`src/hw/fc_defs.svh`:
```
`ifndef FC_DEFS_SVH
`define FC_DEFS_SVH

// ********************
// Interrupt line setup
// ********************

// Number of event lines coming in and interrupt lines going to the core
`define FC_NUM_IRQ 32

// Lines set here are passed through as levels and never become sticky.
// Line 11 carries the event generator output, which is already a level.
`define FC_LEVEL_MASK 32'h0000_0800

`endif

```
`src/hw/fc_pkg.sv`:
```
`include "fc_defs.svh"

package fc_pkg;

  // ********************
  // Interrupt path
  // ********************

  // Per-line capture result handed from the event capture to the pending register
  typedef struct packed {
    logic [`FC_NUM_IRQ-1:0] set;
    logic [`FC_NUM_IRQ-1:0] hold;
  } irq_evt_t;

  // ********************
  // Core side buses
  // ********************

  // Data request as issued by the core
  typedef struct packed {
    logic        req;
    logic [31:0] addr;
    logic        we;
    logic [3:0]  be;
    logic [31:0] wdata;
  } core_data_req_t;

  // Fetch request, always a full word read
  typedef struct packed {
    logic        req;
    logic [31:0] addr;
  } core_instr_req_t;

  // Shared by the data and the instruction side
  typedef struct packed {
    logic        gnt;
    logic        rvalid;
    logic [31:0] rdata;
    logic        err;
  } core_rsp_t;

  // ********************
  // L2 crossbar side
  // ********************

  // Write enable is active low on the crossbar
  typedef struct packed {
    logic        req;
    logic [31:0] add;
    logic        wen;
    logic [3:0]  be;
    logic [31:0] wdata;
  } tcdm_req_t;

  // r_opc flags a failed access
  typedef struct packed {
    logic        gnt;
    logic        r_valid;
    logic [31:0] r_rdata;
    logic        r_opc;
  } tcdm_rsp_t;

endpackage

```
`src/hw/fc_event_capture.sv`:
```
`include "fc_defs.svh"

module fc_event_capture (
  input  logic                   clk_i,
  input  logic                   rst_ni,
  input  logic [`FC_NUM_IRQ-1:0] events_i,
  output fc_pkg::irq_evt_t       evt_o
);

  localparam logic [`FC_NUM_IRQ-1:0] level_mask = `FC_LEVEL_MASK;

  // First stage samples the pins and second stage keeps the previous sample
  logic [`FC_NUM_IRQ-1:0] evt_q1;
  logic [`FC_NUM_IRQ-1:0] evt_q2;
  logic [`FC_NUM_IRQ-1:0] evt_rise;

  // ********************
  // Sampling stages
  // ********************

  always_ff @(posedge clk_i or negedge rst_ni) begin
    if (!rst_ni) begin
      evt_q1 <= '0;
      evt_q2 <= '0;
    end else begin
      evt_q1 <= events_i;
      evt_q2 <= evt_q1;
    end
  end

  // Rising edge seen between the two stages
  assign evt_rise = evt_q1 & ~evt_q2;

  // ********************
  // Line classification
  // ********************

  // Edge lines pulse for one cycle and ask to be held.
  // Level lines follow the first stage and never stick.
  always_comb begin
    for (int i = 0; i < `FC_NUM_IRQ; i++) begin
      if (level_mask[i]) begin
        evt_o.set[i]  = evt_q1[i];
        evt_o.hold[i] = 1'b0;
      end else begin
        evt_o.set[i]  = evt_rise[i];
        evt_o.hold[i] = 1'b1;
      end
    end
  end

endmodule

```
`src/hw/fc_irq_pending.sv`:
```
`include "fc_defs.svh"

module fc_irq_pending (
  input  logic                   clk_i,
  input  logic                   rst_ni,
  input  fc_pkg::irq_evt_t       evt_i,
  input  logic                   irq_ack_i,
  input  logic [4:0]             irq_ack_id_i,
  output logic [`FC_NUM_IRQ-1:0] irq_o
);

  // One-hot clear derived from the core's acknowledge
  logic [`FC_NUM_IRQ-1:0] ack_clr;
  // Next state and current state of the pending vector
  logic [`FC_NUM_IRQ-1:0] irq_d;
  logic [`FC_NUM_IRQ-1:0] irq_q;

  // ********************
  // Acknowledge decode
  // ********************

  always_comb begin
    ack_clr = '0;
    if (irq_ack_i) begin
      ack_clr[irq_ack_id_i] = 1'b1;
    end
  end

  // ********************
  // Pending update
  // ********************

  // On sticky lines a clear beats a new set arriving in the same cycle.
  // Non-sticky lines just copy set and ignore acks.
  always_comb begin
    for (int i = 0; i < `FC_NUM_IRQ; i++) begin
      if (!evt_i.hold[i]) begin
        irq_d[i] = evt_i.set[i];
      end else if (ack_clr[i]) begin
        irq_d[i] = 1'b0;
      end else begin
        irq_d[i] = irq_q[i] | evt_i.set[i];
      end
    end
  end

  always_ff @(posedge clk_i or negedge rst_ni) begin
    if (!rst_ni) begin
      irq_q <= '0;
    end else begin
      irq_q <= irq_d;
    end
  end

  assign irq_o = irq_q;

  // The core may only acknowledge a sticky line that it sees pending
  ack_of_pending_a : assert property (
    @(posedge clk_i) disable iff (!rst_ni)
    (irq_ack_i && evt_i.hold[irq_ack_id_i]) |-> irq_q[irq_ack_id_i]
  ) else $error("acknowledge of line %0d which is not pending", irq_ack_id_i);

endmodule

```
`src/hw/fc_subsystem.sv`:
```
`include "fc_defs.svh"

module fc_subsystem (
  input  logic                    clk_i,
  input  logic                    rst_ni,

  // Events in, interrupt vector and acknowledge to and from the core
  input  logic [`FC_NUM_IRQ-1:0]  events_i,
  output logic [`FC_NUM_IRQ-1:0]  irq_o,
  input  logic                    irq_ack_i,
  input  logic [4:0]              irq_ack_id_i,

  // Core data side
  input  fc_pkg::core_data_req_t  core_data_req_i,
  output fc_pkg::core_rsp_t       core_data_rsp_o,

  // Core fetch side
  input  fc_pkg::core_instr_req_t core_instr_req_i,
  output fc_pkg::core_rsp_t       core_instr_rsp_o,

  // L2 crossbar data port
  output fc_pkg::tcdm_req_t       l2_data_req_o,
  input  fc_pkg::tcdm_rsp_t       l2_data_rsp_i,

  // L2 crossbar instruction port
  output fc_pkg::tcdm_req_t       l2_instr_req_o,
  input  fc_pkg::tcdm_rsp_t       l2_instr_rsp_i
);

  // Capture result feeding the pending register
  fc_pkg::irq_evt_t irq_evt;

  // ********************
  // Interrupt capture
  // ********************

  fc_event_capture i_event_capture (
    .clk_i    (clk_i),
    .rst_ni   (rst_ni),
    .events_i (events_i),
    .evt_o    (irq_evt)
  );

  fc_irq_pending i_irq_pending (
    .clk_i        (clk_i),
    .rst_ni       (rst_ni),
    .evt_i        (irq_evt),
    .irq_ack_i    (irq_ack_i),
    .irq_ack_id_i (irq_ack_id_i),
    .irq_o        (irq_o)
  );

  // ********************
  // L2 data port
  // ********************

  // Only the write enable flips polarity on the way to L2
  assign l2_data_req_o.req   = core_data_req_i.req;
  assign l2_data_req_o.add   = core_data_req_i.addr;
  assign l2_data_req_o.wen   = ~core_data_req_i.we;
  assign l2_data_req_o.be    = core_data_req_i.be;
  assign l2_data_req_o.wdata = core_data_req_i.wdata;

  // Grant passes straight through and the core holds req until it sees it
  assign core_data_rsp_o.gnt    = l2_data_rsp_i.gnt;
  assign core_data_rsp_o.rvalid = l2_data_rsp_i.r_valid;
  assign core_data_rsp_o.rdata  = l2_data_rsp_i.r_rdata;
  assign core_data_rsp_o.err    = l2_data_rsp_i.r_opc;

  // ********************
  // L2 instruction port
  // ********************

  // Fetches are full word reads, so the write fields are tied off
  assign l2_instr_req_o.req   = core_instr_req_i.req;
  assign l2_instr_req_o.add   = core_instr_req_i.addr;
  assign l2_instr_req_o.wen   = 1'b1;
  assign l2_instr_req_o.be    = 4'b1111;
  assign l2_instr_req_o.wdata = '0;

  assign core_instr_rsp_o.gnt    = l2_instr_rsp_i.gnt;
  assign core_instr_rsp_o.rvalid = l2_instr_rsp_i.r_valid;
  assign core_instr_rsp_o.rdata  = l2_instr_rsp_i.r_rdata;
  assign core_instr_rsp_o.err    = l2_instr_rsp_i.r_opc;

  // ********************
  // Bus checks
  // ********************

  // Read data only comes back after a request
  data_rvalid_after_gnt_a : assert property (
    @(posedge clk_i) disable iff (!rst_ni)
    core_data_rsp_o.rvalid |-> $past(core_data_req_i.req) || $past(core_data_rsp_o.rvalid)
  ) else $error("data rvalid without a preceding request");

endmodule

```
`config.mk`:
```
export PLATFORM = sky130hd
export DESIGN_NAME = fc_subsystem
export DESIGN_NICKNAME = d
export VERILOG_FILES = /design/src/hw/fc_pkg.sv /design/src/hw/fc_event_capture.sv /design/src/hw/fc_irq_pending.sv /design/src/hw/fc_subsystem.sv
export VERILOG_INCLUDE_DIRS = /design/src /design/src/hw
export SDC_FILE = /design/constraint.sdc
export NUM_CORES = 1
export LEC_CHECK = 0
export BUFFER_PORTS_ARGS = -buffer_cell sky130_fd_sc_hd__buf_2
export CAP_MARGIN = 20
export CORE_AREA = 8 8 173 175
export DETAILED_ROUTE_END_ITERATION = 6
export DIE_AREA = 0 0 181 183
export PLACE_DENSITY = 0.55
export SYNTH_ARGS = -nofsm -noshare
export SYNTH_HDL_FRONTEND = slang
export SYNTH_SLANG_ARGS = --single-unit
```
`constraint.sdc`:
```
create_clock -name clk_i -period 1.6 [get_ports clk_i]
set_clock_uncertainty 0.15 [all_clocks]
set_input_delay 0.24 -clock clk_i [delete_from_list [all_inputs] [get_ports clk_i]]
set_output_delay 0.24 -clock clk_i [all_outputs]
set_load 0.005 [all_outputs]
```
### Word-level counts from Yosys, hierarchy flattened

Index checks and enable logic that the tools add are counted.

| word-level totals | value |
|---|---|
| logic and storage cells | 74 |
| input bits | 213 |
| register bits after elaboration | 96 |

| cells by class | value |
|---|---|
| $lt $le $gt $ge | 2 |
| reductions and logical operators | 1 |
| muxes and demuxes | 34 |
| bitwise operators | 34 |

Operator list:

| operator | number |
|---|---|
| $and 32x32->32 | 1 |
| $mux 1 | 32 |
| $mux 32 | 1 |
| $not 32->32 | 1 |
| $or 1x1->1 | 31 |
| $lt 5x6->1 const B | 1 |
| $demux 1 s5 | 1 |
| $ge 5x1->1 const B | 1 |
| $logic_and 1x1->1 | 1 |
| $not 1->1 | 1 |

### Depth between registers and ports, before layout

| depth | value |
|---|---|
| depth in word-level cells | 6 |
| depth in mapped cells | 3 |

### By module

Synthesis repeated with hierarchy kept, for this count alone.

| second synthesis, totals | value |
|---|---|
| cells, all modules | 452 |
| area total of the unflattened synthesis | 5,131.2 µm² |

By module, submodules not included:

| module | area each (µm²) | cells an instance | sequential area each (µm²) | instances |
|---|---|---|---|---|
| fc_event_capture | 2,258.4 | 129 | 1,576.5 | 1 |
| fc_subsystem | 1,580.3 | 212 | 0.0 | 1 |
| fc_irq_pending | 1,292.5 | 111 | 800.8 | 1 |

### Worst setup path before layout

Ideal clock, no wire load.

| timing | value |
|---|---|
| kind | input -> register |
| from | in irq_ack_id_i[0] |
| to | reg i_irq_pending.irq_q[28], in the netlist i_irq_pending.irq_o[28] |
| required time | 1.313 ns |
| slack | 0.628 ns |
| buffers on the path | 0 |
| library setup time | 0.137 ns |
| data arrival time | 0.686 ns |
| cell stages on the path | 2 |
| path through | nor3b_2 -> a2bb2oi_1 |

| on the way | value |
|---|---|
| word-level cells in the longest chain between the ends | 6 |

Ends and longest elaborated chain:

| item | RTL line | source |
|---|---|---|
| start, declared | fc_subsystem.sv:11 | `input logic [4:0] irq_ack_id_i,` |
| $lt 5x6->1 (implied by the code) or $ge 5x1->1 (tied branches) | fc_irq_pending.sv:25 | `ack_clr[irq_ack_id_i] = 1'b1;` |
| $logic_and 1x1->1 (implied by the code) | fc_irq_pending.sv:25 |  |
| $mux 1 (implied by the code) | fc_irq_pending.sv:25 |  |
| $demux 1 s5 * | fc_irq_pending.sv:25 |  |
| $mux 32 * | fc_irq_pending.sv:24 | `if (irq_ack_i) begin` |
| $mux 1 * | fc_irq_pending.sv:39 | `end else if (ack_clr[i]) begin` |
| via i_irq_pending.irq_d[28] | fc_irq_pending.sv:15 | `` logic [`FC_NUM_IRQ-1:0] irq_d; `` |
| end signal, assigned | fc_irq_pending.sv:51 | `irq_q <= irq_d;` |
| end, declared | fc_irq_pending.sv:16 | `` logic [`FC_NUM_IRQ-1:0] irq_q; `` |

The timed path passes the listed nets; every way through them passes the cells marked *.

### Final worst setup path

| timing | value |
|---|---|
| from | reg i_irq_pending.irq_q[25], in the netlist i_irq_pending.irq_o[25] |
| to | out irq_o[25] |

RTL lines:

| item | RTL line | source |
|---|---|---|
| end, declared | fc_subsystem.sv:9 | `` output logic [`FC_NUM_IRQ-1:0] irq_o, `` |

No word-level cell between the ends.

==> results by stage <==
Run status:
- The run finished with clean final reports.

Synthesis:
- The number of distinct library cells after synthesis is 15.
- The multiplexer share of the synthesized area is 0%.
- The count of mapped cells out of synthesis is 385.
- The mean instance size in the synthesized netlist is 11.8 um2.
- After synthesis the netlist holds a flip-flop and latch count of 95.
- The main combinational cell family by area after synthesis is buffers and inverters.
- For this run, the register share of the synthesized area comes to 52.3%.
- During synthesis, Yosys emitted a total of 0 warnings.
- Summing the areas of all compound-gate instances in the mapped netlist gives 5.97% of the synthesized area.
- The cell area after technology mapping is 4550 um2.
- Summing the areas of all fa, ha and maj instances in the mapped netlist gives 0% of the synthesized area.
- Of the total synthesized cell area, the portion taken by XOR and XNOR cells is 0%.
- Of the total synthesized cell area, the portion taken by AND, OR, NAND and NOR gates is 6.50%.

Layout:
- The number of antenna diodes in the final layout is 0.
- The share of post-route cells with drive strength above 1 is 30.3%.
- The final layout contains 545 nets.
- The final instance area is 4630 um2.
- Cells fill 17.0% of the core in the end.
- The growth of design area from synthesis to finish is 1.90%.

Timing:
- The number of hold violations in the final report is 0.
- The setup total negative slack is 0 ns.
- Setup violations remaining at the end of the flow were counted as 0.
- The routed design could run at a clock period as short as 1.29 ns.
- The final-report max-slew violation count is 0.
- After layout, the worst path uses 80.5% of the clock period.
- Setup repair after global routing left no endpoint under its margin.
- Derived from the worst setup path, the maximum achievable clock frequency is 776 MHz.

Floorplan:
- The die is 181 um wide.
- Row generation in the floorplan step produced 61 rows.
- The count of pins on the block boundary is 455.
- The die covers 33100 um2.
- The effective utilization at floorplan is 16.6%.
- The die is 183 um tall.
- The core region is 27300 um2.

Detailed routing:
- The number of antenna-violating nets in the routed design is 0.
- The total via count in the routed design is 2219.
- The aggregate routed wire length is 15100 um.
- The routed length per placed instance is 22.1 um.
- The first detailed-routing pass took 4 iterations.
- After detailed routing, the number of vias per cell comes to 3.25.
- For this block, the initial DRC count from the detailed router was 64.
- After detailed routing, the number of remaining DRC violations is 0.

Clock tree:
- The number of sinks handled by clock tree synthesis is 95.
- The H-tree was split into 3 levels.
- TritonCTS built the clock tree.
- The number of buffers added for setup after CTS is 0.
- The deepest clock path buffer count is 2.
- After clock tree synthesis, the clock-pin slew on the worst setup and hold paths is 0.07 ns.
- The tree is rooted in a sky130_fd_sc_hd__clkbuf_16.
- The clock latency on the worst-skew pair is 0.34 ns.
- Clock tree synthesis inserted a total of 9 buffers.

Setup path:
- The biggest cell delay along the critical path is 0.41 ns.
- Along the worst path, the maximum fanout reaches 2.
- The signal on the critical path passes through buf_2.
- The kind of critical path is reg -> out.
- The data required time at the worst endpoint is 1.21 ns.
- The largest individual stage delay along the critical path comes from the cell sky130_fd_sc_hd__dfrtp_1.
- For the worst setup path, the data arrival time is 0.90 ns.
- The kind of launch point of the worst setup path is a flop.
- STA classifies the critical path endpoint as an output pin.
- In this run the critical register-to-register path is captured at i_irq_pending.irq_o[26].
- The number of cells on the worst reg-to-reg path is 2.
- Grouping stages by cell kind, the critical path spends the most delay in flip-flops.
- The combined buffer and inverter count along the critical path is 1.
- The worst reg-to-reg setup slack is 0.66 ns.
- The startpoint identified for the worst register-to-register timing path is i_event_capture.evt_q1[26].

Place:
- The wire-length estimate of the detail-placed layout is 12600 um.
- Port buffering added 73 buffers.
- Routability-driven placement finished with a final weighted congestion of 0.744.
- Once placement finished, the instance area stood at 3970 um2.

GRT:
- The number of global-route vias before repair is 2452.
- The first global-routing pass estimated 19800 um of wire.
- The total overflow left after global routing is 0.
- The initial antenna violation count is 0.
- Across every metal layer, demand over resource in global routing totals 8.60%.
- The largest net degree at the start of global routing is 36.

Power and ir drop:
- The worst voltage drop across the vdd grid is 688 uV.
- The total design power is 5.27 mW.
- The leakage component of the power is 1.95 nW.
- In this run the power density over the cells is 1140 nW/um2.

Flow run:
- The number of max-cap violations is 0.

Hold path:
- The path type of the worst min-delay path is in -> async.
[stage by stage]
step | instances | setup slack, ns | hold slack [ns]
global route | 683 | 0.281 | 0.187
global placement | 634 | 0.376 | -0.00832
detailed placement | 634 | 0.332 | -0.00589
CTS | 683 | 0.288 | 0.164
floorplan | 420 | 0.628 | -0.206
finish | 683 | 0.312 | 0.171
[how the worst max path moves through the flow]
stage	end	slack, ns	startpoint	cells after the start
after global placement	i_irq_pending.irq_o[17]	0.38	irq_ack_id_i[2]	3
final	irq_o[25]	0.31	i_irq_pending.irq_o[25]	1
after CTS	irq_o[23]	0.29	i_irq_pending.irq_o[23]	1
after detailed placement	i_irq_pending.irq_o[7]	0.33	irq_ack_id_i[4]	4
after global routing	irq_o[23]	0.28	i_irq_pending.irq_o[23]	1
after floorplan	i_irq_pending.irq_o[28]	0.63	irq_ack_id_i[0]	2
[what timing repair did]
item | 4_1_cts | 5_1_grt
gates resized for setup | 0 | 0
hold buffers | 33 | 0
hold endpoints to repair | 127 | 0
[report_power, final]
| part | total (mW) | leakage [nW] | switching [mW] | internal [mW] |
|---|---|---|---|---|
| registers | 2.57 | 1.03 | 0.0540 | 2.52 |
| clock network | 2.31 | 0.154 | 0.924 | 1.39 |
| logic | 0.386 | 0.764 | 0.184 | 0.202 |
[logic make-up after synthesis]
kind of cell | count (synthesis)
compound gates | 31
buf+inv | 214
flops | 95
other cells | 2
simple gates | 43
[final cells by class]
cell class / count / area (um2)
clock buffers: 9 / 225
clock inverters: 7 / 104
fillers: 2984 / 22700
inverters: 1 / 3.75
multi-input cells: 111 / 706
flip-flops and latches: 95 / 2380
well taps: 346 / 433
repair buffers: 114 / 783
[routing by layer]
| metal | wire length [um] | share of wire, % | track usage, % |
|---|---|---|---|
| met4 | 870 | 5.8 | 6.07 |
| met1 | 3840 | 25 | 6.46 |
| met2 | 6920 | 46 | 13.2 |
| met5 | 23 | 0.15 | 0.740 |
| met3 | 3430 | 23 | 8.67 |
[cell usage in the layout, fill, tap and decap left out, types with 2 or more instances in the layout]
cell,synthesis,layout
sky130_fd_sc_hd__a2bb2oi_1,31,31
sky130_fd_sc_hd__and3b_1,2,2
sky130_fd_sc_hd__and3b_2,3,3
sky130_fd_sc_hd__buf_12,0,2
sky130_fd_sc_hd__buf_2,2,72
sky130_fd_sc_hd__buf_4,210,7
sky130_fd_sc_hd__bufinv_16,0,2
sky130_fd_sc_hd__clkbuf_16,0,9
sky130_fd_sc_hd__clkinvlp_4,0,2
sky130_fd_sc_hd__conb_1,2,37
sky130_fd_sc_hd__dfrtp_1,95,95
sky130_fd_sc_hd__dlygate4sd3_1,0,33
sky130_fd_sc_hd__nor2b_1,31,31
sky130_fd_sc_hd__nor3b_1,3,3
[state kept, by name, summed over array words and instances, names as in the netlist]
name,cells
i_event_capture.evt_q2,31
i_irq_pending.irq_o,32
i_event_capture.evt_q1,32
[cells in the mapped netlist, drive strengths merged]
| library cell | number | area (um2) |
|---|---|---|
| clkbuf | 1 | 3.75 |
| and3b | 5 | 47.6 |
| and3 | 2 | 13.8 |
| a2bb2oi | 31 | 272 |
| conb | 2 | 7.51 |
| dfrtp | 95 | 2380 |
| buf | 212 | 1590 |
| nor3b | 4 | 35.0 |
| nor2b | 31 | 194 |
| inv | 1 | 3.75 |
| nor3 | 1 | 5.00 |
Power figures use the tool's default switching activity.
